<file path="src/rtl/mmu_pkg.sv">
`default_nettype none

package mmu_pkg;

    localparam int TLB_ENTRIES = 8;
    localparam int TLB_IDX_W   = 3;

    // word offsets on the AXI4-Lite register port
    localparam logic [5:0] REG_INDEX    = 6'h00;
    localparam logic [5:0] REG_ENTRYLO0 = 6'h04;
    localparam logic [5:0] REG_ENTRYLO1 = 6'h08;
    localparam logic [5:0] REG_ENTRYHI  = 6'h0C;
    localparam logic [5:0] REG_CONFIG   = 6'h10;
    localparam logic [5:0] REG_TLBCMD   = 6'h14;

    localparam logic [1:0] CMD_TLBR  = 2'd1;
    localparam logic [1:0] CMD_TLBWI = 2'd2;
    localparam logic [1:0] CMD_TLBP  = 2'd3;

    localparam logic [4:0] EXC_MOD  = 5'd1;
    localparam logic [4:0] EXC_TLBL = 5'd2;
    localparam logic [4:0] EXC_TLBS = 5'd3;

    localparam logic [2:0] CACHE_UNCACHED = 3'd2;
    localparam logic [2:0] K0_RESET       = 3'd3;

    // unmapped segments, top three address bits
    localparam logic [2:0] SEG_KSEG0 = 3'b100;
    localparam logic [2:0] SEG_KSEG1 = 3'b101;

    // writable bits of the CP0 registers
    localparam logic [31:0] ENTRYLO_MASK = 32'h03FF_FFFF;
    localparam logic [31:0] ENTRYHI_MASK = 32'hFFFF_E0FF;

    typedef struct packed {
        logic [18:0] vpn2;
        logic        odd;
        logic [11:0] offset;
    } virt_page_t;

    typedef struct packed {
        logic [2:0]  seg;
        logic [28:0] low;
    } virt_seg_t;

    typedef union packed {
        virt_page_t page;
        virt_seg_t  segment;
    } virt_u;

    typedef struct packed {
        logic [19:0] pfn;
        logic [2:0]  c;
        logic        d;
        logic        v;
    } tlb_page_t;

    // page[0] is the even page, page[1] the odd one
    typedef struct packed {
        logic [18:0]     vpn2;
        logic [7:0]      asid;
        logic            g;
        tlb_page_t [1:0] page;
    } tlb_entry_t;

    typedef struct packed {
        logic  valid;
        virt_u vaddr;
        logic  is_store;
    } xlate_req_t;

    typedef struct packed {
        logic        valid;
        logic [31:0] paddr;
        logic        uncached;
        logic        ex;
        logic        refill;
        logic [4:0]  exccode;
    } xlate_rsp_t;

    typedef struct packed {
        logic       hit;
        tlb_entry_t entry;
    } tlb_hit_t;

    typedef struct packed {
        logic        awvalid;
        logic [5:0]  awaddr;
        logic        wvalid;
        logic [31:0] wdata;
        logic [3:0]  wstrb;
        logic        bready;
        logic        arvalid;
        logic [5:0]  araddr;
        logic        rready;
    } axil_req_t;

    typedef struct packed {
        logic        awready;
        logic        wready;
        logic        bvalid;
        logic [1:0]  bresp;
        logic        arready;
        logic        rvalid;
        logic [31:0] rdata;
        logic [1:0]  rresp;
    } axil_rsp_t;

endpackage

`default_nettype wire
</file>
<file path="src/rtl/mmu_top.sv">
`timescale 1ns/10ps
`default_nettype none

module mmu_top (
    input  logic                clk,
    input  logic                rst_n,
    input  mmu_pkg::axil_req_t  s_axil_req,
    output mmu_pkg::axil_rsp_t  s_axil_rsp,
    input  mmu_pkg::xlate_req_t inst_req,
    output mmu_pkg::xlate_rsp_t inst_rsp,
    input  mmu_pkg::xlate_req_t data_req,
    output mmu_pkg::xlate_rsp_t data_rsp
);

    logic                          tlbw_we;
    logic [mmu_pkg::TLB_IDX_W-1:0] tlbw_index;
    mmu_pkg::tlb_entry_t           tlbw_entry;
    logic [mmu_pkg::TLB_IDX_W-1:0] tlbr_index;
    mmu_pkg::tlb_entry_t           tlbr_entry;
    logic [18:0]                   probe_vpn2;
    logic [7:0]                    probe_asid;
    logic                          probe_hit;
    logic [mmu_pkg::TLB_IDX_W-1:0] probe_index;
    logic [7:0]                    asid;
    logic [2:0]                    k0;
    logic [1:0][18:0]              lookup_vpn2;
    mmu_pkg::tlb_hit_t [1:0]       lookup_res;
    mmu_pkg::xlate_req_t           inst_req_ld;

    // fetches never store
    assign inst_req_ld = '{valid: inst_req.valid, vaddr: inst_req.vaddr, is_store: 1'b0};

    cp0_tlb_regs u_cp0_tlb_regs (
        .clk, .rst_n,
        .s_axil_req, .s_axil_rsp,
        .tlbw_we, .tlbw_index, .tlbw_entry,
        .tlbr_index, .tlbr_entry,
        .probe_vpn2, .probe_asid, .probe_hit, .probe_index,
        .asid, .k0
    );

    tlb u_tlb (
        .clk, .rst_n,
        .lookup_vpn2, .lookup_asid(asid), .lookup_res,
        .tlbw_we, .tlbw_index, .tlbw_entry,
        .tlbr_index, .tlbr_entry,
        .probe_vpn2, .probe_asid, .probe_hit, .probe_index
    );

    addr_translate u_inst_xlate (
        .clk, .rst_n,
        .req(inst_req_ld), .k0,
        .lookup_vpn2(lookup_vpn2[0]), .tlb_res(lookup_res[0]),
        .rsp(inst_rsp)
    );

    addr_translate u_data_xlate (
        .clk, .rst_n,
        .req(data_req), .k0,
        .lookup_vpn2(lookup_vpn2[1]), .tlb_res(lookup_res[1]),
        .rsp(data_rsp)
    );

endmodule

`default_nettype wire

</file>
<file path="src/rtl/addr_translate.sv">
`timescale 1ns/10ps
`default_nettype none

module addr_translate (
    input  logic                clk,
    input  logic                rst_n,
    input  mmu_pkg::xlate_req_t req,
    input  logic [2:0]          k0,
    output logic [18:0]         lookup_vpn2,
    input  mmu_pkg::tlb_hit_t   tlb_res,
    output mmu_pkg::xlate_rsp_t rsp
);

    mmu_pkg::tlb_page_t  sel_page;
    mmu_pkg::xlate_rsp_t rsp_d;
    logic [4:0]          miss_code;

    assign lookup_vpn2 = req.vaddr.page.vpn2;

    // odd bit picks the page of the pair
    assign sel_page  = tlb_res.entry.page[req.vaddr.page.odd];
    assign miss_code = req.is_store ? mmu_pkg::EXC_TLBS : mmu_pkg::EXC_TLBL;

    always_comb begin
        rsp_d       = '0;
        rsp_d.valid = req.valid;
        case (req.vaddr.segment.seg)
            mmu_pkg::SEG_KSEG0: begin
                rsp_d.paddr    = {3'b0, req.vaddr.segment.low};
                rsp_d.uncached = (k0 == mmu_pkg::CACHE_UNCACHED);
            end
            mmu_pkg::SEG_KSEG1: begin
                rsp_d.paddr    = {3'b0, req.vaddr.segment.low};
                rsp_d.uncached = 1'b1;
            end
            default: begin
                // kuseg, kseg2 and kseg3 go through the TLB
                if (!tlb_res.hit) begin
                    rsp_d.ex      = 1'b1;
                    rsp_d.refill  = 1'b1;
                    rsp_d.exccode = miss_code;
                end else if (!sel_page.v) begin
                    rsp_d.ex      = 1'b1;
                    rsp_d.exccode = miss_code;
                end else if (req.is_store && !sel_page.d) begin
                    rsp_d.ex      = 1'b1;
                    rsp_d.exccode = mmu_pkg::EXC_MOD;
                end else begin
                    rsp_d.paddr    = {sel_page.pfn, req.vaddr.page.offset};
                    rsp_d.uncached = (sel_page.c == mmu_pkg::CACHE_UNCACHED);
                end
            end
        endcase
    end

    // result register, one cycle per request
    always_ff @(posedge clk) begin
        rsp <= rsp_d;
        if (!rst_n) begin
            rsp.valid <= 1'b0;
        end
    end

endmodule

`default_nettype wire

</file>
<file path="src/rtl/tlb.sv">
`timescale 1ns/10ps
`default_nettype none

module tlb (
    input  logic                          clk,
    input  logic                          rst_n,
    input  logic [1:0][18:0]              lookup_vpn2,
    input  logic [7:0]                    lookup_asid,
    output mmu_pkg::tlb_hit_t [1:0]       lookup_res,
    input  logic                          tlbw_we,
    input  logic [mmu_pkg::TLB_IDX_W-1:0] tlbw_index,
    input  mmu_pkg::tlb_entry_t           tlbw_entry,
    input  logic [mmu_pkg::TLB_IDX_W-1:0] tlbr_index,
    output mmu_pkg::tlb_entry_t           tlbr_entry,
    input  logic [18:0]                   probe_vpn2,
    input  logic [7:0]                    probe_asid,
    output logic                          probe_hit,
    output logic [mmu_pkg::TLB_IDX_W-1:0] probe_index
);

    mmu_pkg::tlb_entry_t entries [mmu_pkg::TLB_ENTRIES];

    // a slot never written since reset matches nothing
    logic [mmu_pkg::TLB_ENTRIES-1:0]      filled;
    logic [1:0][mmu_pkg::TLB_ENTRIES-1:0] lookup_match;
    logic [mmu_pkg::TLB_ENTRIES-1:0]      probe_match;

    function automatic logic entry_match(input mmu_pkg::tlb_entry_t e,
                                         input logic [18:0]         vpn2,
                                         input logic [7:0]          asid_in);
        return (e.vpn2 == vpn2) && (e.g || (e.asid == asid_in));
    endfunction

    always_ff @(posedge clk) begin
        if (!rst_n) begin
            filled <= '0;
            for (int i = 0; i < mmu_pkg::TLB_ENTRIES; i++) begin
                entries[i] <= '0;
            end
        end else if (tlbw_we) begin
            filled[tlbw_index]  <= 1'b1;
            entries[tlbw_index] <= tlbw_entry;
        end
    end

    assign tlbr_entry = entries[tlbr_index];

    // two translation lookups, both under the current ASID
    always_comb begin
        for (int p = 0; p < 2; p++) begin
            lookup_res[p] = '0;
            for (int i = 0; i < mmu_pkg::TLB_ENTRIES; i++) begin
                lookup_match[p][i] = filled[i]
                                     && entry_match(entries[i], lookup_vpn2[p], lookup_asid);
                if (lookup_match[p][i]) begin
                    lookup_res[p].hit   = 1'b1;
                    lookup_res[p].entry = entries[i];
                end
            end
        end
    end

    // probe with EntryHi, lowest slot wins
    always_comb begin
        probe_hit   = 1'b0;
        probe_index = '0;
        for (int i = mmu_pkg::TLB_ENTRIES - 1; i >= 0; i--) begin
            probe_match[i] = filled[i] && entry_match(entries[i], probe_vpn2, probe_asid);
            if (probe_match[i]) begin
                probe_hit   = 1'b1;
                probe_index = i[mmu_pkg::TLB_IDX_W-1:0];
            end
        end
    end

    // software must never program overlapping entries
    a_single_match: assert property (@(posedge clk) disable iff (!rst_n)
        $onehot0(lookup_match[0]) && $onehot0(lookup_match[1]) && $onehot0(probe_match));

endmodule

`default_nettype wire

</file>
<file path="src/rtl/cp0_tlb_regs.sv">
`timescale 1ns/10ps
`default_nettype none

module cp0_tlb_regs (
    input  logic                          clk,
    input  logic                          rst_n,
    input  mmu_pkg::axil_req_t            s_axil_req,
    output mmu_pkg::axil_rsp_t            s_axil_rsp,
    output logic                          tlbw_we,
    output logic [mmu_pkg::TLB_IDX_W-1:0] tlbw_index,
    output mmu_pkg::tlb_entry_t           tlbw_entry,
    output logic [mmu_pkg::TLB_IDX_W-1:0] tlbr_index,
    input  mmu_pkg::tlb_entry_t           tlbr_entry,
    output logic [18:0]                   probe_vpn2,
    output logic [7:0]                    probe_asid,
    input  logic                          probe_hit,
    input  logic [mmu_pkg::TLB_IDX_W-1:0] probe_index,
    output logic [7:0]                    asid,
    output logic [2:0]                    k0
);

    logic                          index_p;
    logic [mmu_pkg::TLB_IDX_W-1:0] index_idx;
    logic [31:0]                   entrylo0;
    logic [31:0]                   entrylo1;
    logic [31:0]                   entryhi;
    logic [2:0]                    k0_q;

    logic        wr_hs;
    logic        rd_hs;
    logic        cmd_wr;
    logic [1:0]  cmd;
    logic        bvalid_q;
    logic        rvalid_q;
    logic [31:0] rdata_d;
    logic [31:0] rdata_q;

    function automatic logic [31:0] strb_merge(input logic [31:0] old_val,
                                               input logic [31:0] new_val,
                                               input logic [3:0]  strb);
        logic [31:0] res;
        res = old_val;
        for (int b = 0; b < 4; b++) begin
            if (strb[b]) begin
                res[8*b +: 8] = new_val[8*b +: 8];
            end
        end
        return res;
    endfunction

    function automatic mmu_pkg::tlb_page_t lo_to_page(input logic [31:0] lo);
        mmu_pkg::tlb_page_t pg;
        pg.pfn = lo[25:6];
        pg.c   = lo[5:3];
        pg.d   = lo[2];
        pg.v   = lo[1];
        return pg;
    endfunction

    function automatic logic [31:0] page_to_lo(input mmu_pkg::tlb_page_t pg, input logic g);
        return {6'b0, pg.pfn, pg.c, pg.d, pg.v, g};
    endfunction

    // AW and W are only taken together, one write in flight
    assign wr_hs  = s_axil_req.awvalid && s_axil_req.wvalid && !bvalid_q;
    assign rd_hs  = s_axil_req.arvalid && !rvalid_q;
    assign cmd_wr = wr_hs && (s_axil_req.awaddr == mmu_pkg::REG_TLBCMD) && s_axil_req.wstrb[0];
    assign cmd    = s_axil_req.wdata[1:0];

    assign tlbw_we         = cmd_wr && (cmd == mmu_pkg::CMD_TLBWI);
    assign tlbw_index      = index_idx;
    assign tlbr_index      = index_idx;
    assign tlbw_entry.vpn2 = entryhi[31:13];
    assign tlbw_entry.asid = entryhi[7:0];
    assign tlbw_entry.g    = entrylo0[0] & entrylo1[0];
    assign tlbw_entry.page = {lo_to_page(entrylo1), lo_to_page(entrylo0)};

    assign probe_vpn2 = entryhi[31:13];
    assign probe_asid = entryhi[7:0];
    assign asid       = entryhi[7:0];
    assign k0         = k0_q;

    always_ff @(posedge clk) begin
        if (!rst_n) begin
            index_p   <= 1'b0;
            index_idx <= '0;
            entrylo0  <= '0;
            entrylo1  <= '0;
            entryhi   <= '0;
            k0_q      <= mmu_pkg::K0_RESET;
        end else if (cmd_wr) begin
            case (cmd)
                mmu_pkg::CMD_TLBR: begin
                    entryhi  <= {tlbr_entry.vpn2, 5'b0, tlbr_entry.asid};
                    entrylo0 <= page_to_lo(tlbr_entry.page[0], tlbr_entry.g);
                    entrylo1 <= page_to_lo(tlbr_entry.page[1], tlbr_entry.g);
                end
                mmu_pkg::CMD_TLBP: begin
                    // on a miss only P changes, the old index stays
                    index_p <= !probe_hit;
                    if (probe_hit) begin
                        index_idx <= probe_index;
                    end
                end
                default: ;
            endcase
        end else if (wr_hs) begin
            case (s_axil_req.awaddr)
                mmu_pkg::REG_INDEX: begin
                    if (s_axil_req.wstrb[0]) begin
                        index_idx <= s_axil_req.wdata[mmu_pkg::TLB_IDX_W-1:0];
                    end
                end
                mmu_pkg::REG_ENTRYLO0: begin
                    entrylo0 <= strb_merge(entrylo0, s_axil_req.wdata, s_axil_req.wstrb)
                                & mmu_pkg::ENTRYLO_MASK;
                end
                mmu_pkg::REG_ENTRYLO1: begin
                    entrylo1 <= strb_merge(entrylo1, s_axil_req.wdata, s_axil_req.wstrb)
                                & mmu_pkg::ENTRYLO_MASK;
                end
                mmu_pkg::REG_ENTRYHI: begin
                    entryhi <= strb_merge(entryhi, s_axil_req.wdata, s_axil_req.wstrb)
                               & mmu_pkg::ENTRYHI_MASK;
                end
                mmu_pkg::REG_CONFIG: begin
                    if (s_axil_req.wstrb[0]) begin
                        k0_q <= s_axil_req.wdata[2:0];
                    end
                end
                default: ;
            endcase
        end
    end

    always_comb begin
        case (s_axil_req.araddr)
            mmu_pkg::REG_INDEX:    rdata_d = {index_p, 28'b0, index_idx};
            mmu_pkg::REG_ENTRYLO0: rdata_d = entrylo0;
            mmu_pkg::REG_ENTRYLO1: rdata_d = entrylo1;
            mmu_pkg::REG_ENTRYHI:  rdata_d = entryhi;
            mmu_pkg::REG_CONFIG:   rdata_d = {29'b0, k0_q};
            default:               rdata_d = '0;
        endcase
    end

    always_ff @(posedge clk) begin
        if (!rst_n) begin
            bvalid_q <= 1'b0;
            rvalid_q <= 1'b0;
        end else begin
            if (wr_hs) begin
                bvalid_q <= 1'b1;
            end else if (s_axil_req.bready) begin
                bvalid_q <= 1'b0;
            end
            if (rd_hs) begin
                rvalid_q <= 1'b1;
            end else if (s_axil_req.rready) begin
                rvalid_q <= 1'b0;
            end
        end
    end

    always_ff @(posedge clk) begin
        if (rd_hs) begin
            rdata_q <= rdata_d;
        end
    end

    assign s_axil_rsp.awready = wr_hs;
    assign s_axil_rsp.wready  = wr_hs;
    assign s_axil_rsp.bvalid  = bvalid_q;
    assign s_axil_rsp.bresp   = 2'b00;
    assign s_axil_rsp.arready = !rvalid_q;
    assign s_axil_rsp.rvalid  = rvalid_q;
    assign s_axil_rsp.rdata   = rdata_q;
    assign s_axil_rsp.rresp   = 2'b00;

    a_bvalid_hold: assert property (@(posedge clk) disable iff (!rst_n)
        bvalid_q && !s_axil_req.bready |=> bvalid_q);

    a_rvalid_hold: assert property (@(posedge clk) disable iff (!rst_n)
        rvalid_q && !s_axil_req.rready |=> rvalid_q);

    // a TLB write belongs to exactly one write handshake and its B response
    a_tlbw_in_hs: assert property (@(posedge clk) disable iff (!rst_n)
        tlbw_we |-> s_axil_req.awvalid && s_axil_req.wvalid && !bvalid_q
                    ##1 bvalid_q && !tlbw_we);

endmodule

`default_nettype wire

</file>
<file path="config.mk">
export PLATFORM = sky130hd
export DESIGN_NAME = mmu_top
export DESIGN_NICKNAME = d
export VERILOG_FILES = /design/src/rtl/mmu_pkg.sv /design/src/rtl/mmu_top.sv /design/src/rtl/addr_translate.sv /design/src/rtl/tlb.sv /design/src/rtl/cp0_tlb_regs.sv
export SDC_FILE = /design/constraint.sdc
export NUM_CORES = 2
export LEC_CHECK = 0
export BUFFER_PORTS_ARGS = -buffer_cell sky130_fd_sc_hd__buf_2
export CORE_MARGIN = 2
export CORE_UTILIZATION = 50
export CTS_CLUSTER_SIZE = 12
export DETAILED_ROUTE_END_ITERATION = 7
export GPL_ROUTABILITY_DRIVEN = 0
export PLACE_DENSITY = 0.74
export SLEW_MARGIN = 20
export SYNTH_ARGS = -nofsm -noshare
export SYNTH_HDL_FRONTEND = slang
export SYNTH_SLANG_ARGS = --single-unit
</file>
<file path="constraint.sdc">
create_clock -name clk -period 14.1 [get_ports clk]
set_input_delay 0 -clock clk [delete_from_list [all_inputs] [get_ports clk]]
set_output_delay 0 -clock clk [all_outputs]
set_load 0.005 [all_outputs]
</file>
### After elaboration in Yosys (flattened, before gate mapping)

Memory sizes are Yosys's and may differ from the RTL's. A register that Yosys moved wholly into a read port is not among the register bits.
Index checks and enable logic that the tools add are counted.

* equality and inequality tests: 54
* shift operators: 0
* add/subtract/negate cells: 0
* $mul: 0
* reductions and logical operators: 103
* bitwise operators: 4
* order comparisons: 4
* mux-type cells: 97
* divide/modulo/power cells: 0

Operators by type and width (number)
* 2-to-1 mux 79 bit: 16
* == test 19 bit: 24
* 2-to-1 mux 32 bit: 12
* 2-to-1 mux 33 bit: 5
* one-hot mux 32 bit (5 select lines): 1
* one-hot mux 33 bit (2 select lines): 2
* 2-to-1 mux 25 bit: 4
* 2-to-1 mux 78 bit: 1
* OR reduction 78 bit: 1
* == test 8 bit: 8
* logical AND 1 bit: 56
* AND reduction 4 bit: 13
* 2-to-1 mux 3 bit: 17
* 2-to-1 mux 8 bit: 5
* 2-to-1 mux 1 bit: 27
* == test 6 x 4 -> 1 bit, second input constant: 4
* nonzero test 2 bit: 11
* == test 6 x 5 -> 1 bit, second input constant: 3
* == test 3 bit, second input constant: 4
* == test 6 x 3 -> 1 bit, second input constant: 2
* logical NOT 6 bit: 2
* 2-to-1 mux 5 bit: 2
* == test 3 x 2 -> 1 bit, second input constant: 3
* AND reduction 3 bit: 3
* 18 further kinds: 36

* RAM bits: 624
* bits in registers: 227
* output and inout bits: 123
* memory bits (read-only): 0
* latch bits: 0
* bits of input ports: 123
* memories: 1
* word-level logic and storage cells: 298

Memories
* u_tlb.entries: words 8, bits a word 78, rd ports 9, clocked after Yosys merged registers in 1, write ports 8, line tlb.sv:21 `mmu_pkg::tlb_entry_t entries [mmu_pkg::TLB_ENTRIES];`

### Logic depth before layout (Yosys ltp)

An unclocked memory read counts as a cell.

* depth in word-level cells: 21
* depth in mapped cells: 14
* mapped depth without buffers: 10

### Modules after synthesis

From an unflattened synthesis, not the netlist that was laid out.

* cells, all modules: 5510
* area, all modules: 55111.6 um^2

Modules (own cells, without submodules)
* tlb: area each 45496.1 um^2, instances 1, seq. area each 18898.1 um^2, cells an instance 4494
* cp0_tlb_regs: area each 6318.6 um^2, instances 1, seq. area each 2722.6 um^2, cells an instance 695
* addr_translate: area each 1646.6 um^2, instances 2, seq. area each 760.7 um^2, cells an instance 160
* mmu_top: area each 3.8 um^2, instances 1, seq. area each 0.0 um^2, cells an instance 1

### Least setup slack after synthesis

No wires, ideal clock.

* path type: flip-flop to flip-flop
* start: register u_cp0_tlb_regs.bvalid_q
* end: memory u_tlb.entries[2][0] in the netlist's numbering, enable pin
* required time: 13.478 ns
* arrival: 7.251 ns
* buffers on the path: 1
* cell stages (with the launch flop): 8
* setup slack: 6.227 ns
* library setup time: 0.622 ns
* clock period less this slack: 7.873 ns
* cell sequence: dfxtp_1 nor2_1 nand3_1 or2_2 clkbuf_1 nor3_1 nand2b_1 o21ai_0

RTL lines
* start: declaration: line cp0_tlb_regs.sv:33 `logic bvalid_q;`
* start signal: assignment: line cp0_tlb_regs.sv:149 `bvalid_q <= 1'b0;`
* start signal: assignment: line cp0_tlb_regs.sv:153 `bvalid_q <= 1'b1;`
* start signal: assignment: line cp0_tlb_regs.sv:155 `bvalid_q <= 1'b0;`
* end: declaration: line tlb.sv:21

==> out/results.txt <==
Worst vdd ir: 85.2 uV
Fin crit share: 44.6%
Sinks on Clock Net: 829
Hold_ws: 0.0243 ns
Slew @ Worst Pin: 1.31 ns
Synthesized flop and latch total: 829
Cell area after synthesis: 48100 um2
Layout Area Growth over Synthesis: 13.2%
Syn Inst Count: 4286
Iteration-0 DRC Markers: 7695
Clock root buffer: clkbuf_16
Vias in the first global route: 39100
Fin Setup TNS: 0 ns
CTS clock-pin slew for the worst setup and hold paths: 0.06 ns
Post-synthesis sequential area ratio: 48.1%
Crit Path Category: reg2reg
Achievable Freq: 159 MHz
Horiz. Die Dim: 314 um
Crit path max fanout: 24
Leak: 19.6 nW
Final ANT Viol Nets: 0
Initial Utilization: 50.6%
Critical Path Source Type: register
Number of flops mapped to enable cells by yosys: 656
Hold WC Path Type: in2reg
Drt drc: 3
Largest net degree at the start of global routing: 81
Vias post-DR: 40700
Drt first pass iters: 8
DP Wirelength: 116000 um
# Post-CTS Setup Buffers: 0
Post-synth ARST share: 0%
Total Nets Final: 4583
Routed WL per cell: 33.2 um
Port Buffer Count: 233
Min Tclk post-route: 6.29 ns
MaxCap Viol Count: 0
XOR/XNOR Fraction of Synth Area: 9.46%
Violated checks: DRC
# rows: 113
Number of fill cells: 7744
CP required: 14.60 ns
P per Cell Area: 103 nW/um2
Yosys warning total: 0
Synth Area in Compound Gates: 10.2%
Commonest cells after routing, fill and taps aside: 656 x edfxtp_1, 628 x and2_1, 286 x xor2_1
First-pass GRT wire length: 270000 um
Largest family of logic cells by synthesized area: simple AND/OR/NAND/NOR gates
Adder-cell share of the synthesized area: 0%
DRT Wirelength: 193000 um
Global Route Usage Sum: 38.0%
# IOs: 246
Longest Clk Path Bufs: 3
Slew Viols, Final: 0
Slew margin rel.: 11.8%
Multi-input logic area: 23500 um2
Die Footprint: 98800 um2
CP Data Arrival Time: 6.79 ns
Commonest non-fill, non-tap cell in the layout: edfxtp_1
Simple-gate share of the synthesized area: 16.7%
Worst Clk Skew: 0.0286 ns
Initial antenna violation count: 10
Synth cell types: 78
# resized after CTS: 0
Share of layout cells above drive strength 1: 16.5%
Clk_lat worst skew: 0.68 ns
Crit end category: register
Global route overflow: 0
TritonCTS buffer count: 92
Main flop type after synthesis: edfxtp_1
Core area: 95200 um2
Via density: 7.01
Multiplexer share of the synthesized area: 11.9%
Final setup viols: 0
Unrepaired setup endpoints after global routing: false
Reg area: 23200 um2
H-tree depth: 3
Final Hold Fails: 0
Synth Area per Inst: 11.2 um2
CTS tree: yes
Status: finished, violations left
Chip height: 314 um
power by group:
group	internal, mW	leakage [nW]	total [mW]	switching (mW)
logic	0.146	9.95	0.400	0.254
registers	2.71	8.16	2.79	0.0807
clock network	1.36	1.46	2.41	1.05
metrics by stage:
step | total power [mW] | cells | utilization [%] | cell area (um2) | setup slack [ns]
2_1_floorplan | 3.03 | 4296 | - | 48200 | 6.23
3_3_place_gp | 3.18 | 5520 | 53.0 | 50400 | 8.48
3_5_place_dp | 3.19 | 5520 | 53.0 | 50400 | 8.25
4_1_cts | 5.56 | 5803 | 57.2 | 54500 | 8.24
5_1_grt | 5.69 | 5804 | 57.3 | 54500 | 7.90
6_report | 5.60 | 5806 | 57.3 | 54500 | 7.81
cells by family after synthesis:
family / Yosys count
flip-flops: 829
other: 1
AND/OR/NAND/NOR: 1444
AO/OA/AOI/OAI: 715
multiplexers: 359
buffers and inverters: 418
XOR/XNOR: 520
worst max-delay path: stages (launching register included):
cell and delay [ns]:
dfxtp_1 0.80, xor2_1 0.16, nor4_1 0.37, a41oi_2 0.43, nor4b_4 0.77, buf_4 0.62
o21ai_1 0.19, o221ai_1 0.36, a211oi_1 0.13, o22ai_1 0.44, nand3_1 0.88, o21ai_0 0.91
cells in the mapped netlist, types with 62 or more instances:
cell type | number | area share (%)
a21oi_1 | 165 | 1.7
a221oi_1 | 62 | 1.1
and2_1 | 628 | 8.2
clkbuf_1 | 285 | 2.2
dfxtp_1 | 173 | 7.2
edfxtp_1 | 656 | 41
mux2i_1 | 161 | 3.3
mux4_2 | 167 | 7.8
nand2_1 | 204 | 1.6
nand4_1 | 69 | 0.90
nor2_1 | 242 | 1.9
nor4_1 | 81 | 1.1
o21ai_0 | 110 | 1.1
xnor2_1 | 234 | 4.3
xor2_1 | 286 | 5.2
what timing repair did:
| item | CTS | global route |
|---|---|---|
| endpoints found under the setup margin | 0 | 0 |
| endpoints found under the hold margin | 142 | 0 |
| hold buffers | 110 | 0 |
final cells by class:
cell class / count / share of cell area [%]
antenna: 2 / 0.00918
clock buffer: 134 / 4.81
clock inverter: 39 / 0.638
inverter: 32 / 0.225
multi-input combinational: 3049 / 43.2
sequential: 829 / 42.5
tap: 1265 / 2.90
timing repair buffer: 456 / 5.72
final timing paths:
check	startpoint	end	slack, ns	cells after the start
worst min-delay path	s_axil_req[49]	u_cp0_tlb_regs.entryhi[6]	0.02	6
worst min register to register	u_tlb.filled[1]	u_tlb.filled[1]	0.52	1
worst max-delay path	u_cp0_tlb_regs.entryhi[2]	u_inst_xlate.rsp[7]	7.81	11
worst max register to register	u_cp0_tlb_regs.entryhi[2]	u_inst_xlate.rsp[7]	7.81	11
sequential cells by signal (all words and copies together), names as in the netlist, named ones only:
name and count:
u_cp0_tlb_regs.tlbr_index 3, u_tlb.filled 8, u_cp0_tlb_regs.bvalid_q 1, u_cp0_tlb_regs.entryhi 27, u_inst_xlate.rsp 36, u_cp0_tlb_regs.k0 3
u_cp0_tlb_regs.index_p 1, u_cp0_tlb_regs.entrylo1 26, u_data_xlate.rsp 38, u_cp0_tlb_regs.rdata_q 32, u_tlb.entries 624, u_cp0_tlb_regs.entrylo0 26
u_cp0_tlb_regs.rvalid_q 1
layer usage:
metal	vias to the layer above	GRT usage [%]	wire length (um)
met3	1084	15.2	33100
li1	16100	-	-
met4	14	23.5	15200
met5	-	0	184
met1	19400	47.5	64100
met2	4033	55.0	80200
Power figures use the tool's default switching activity.
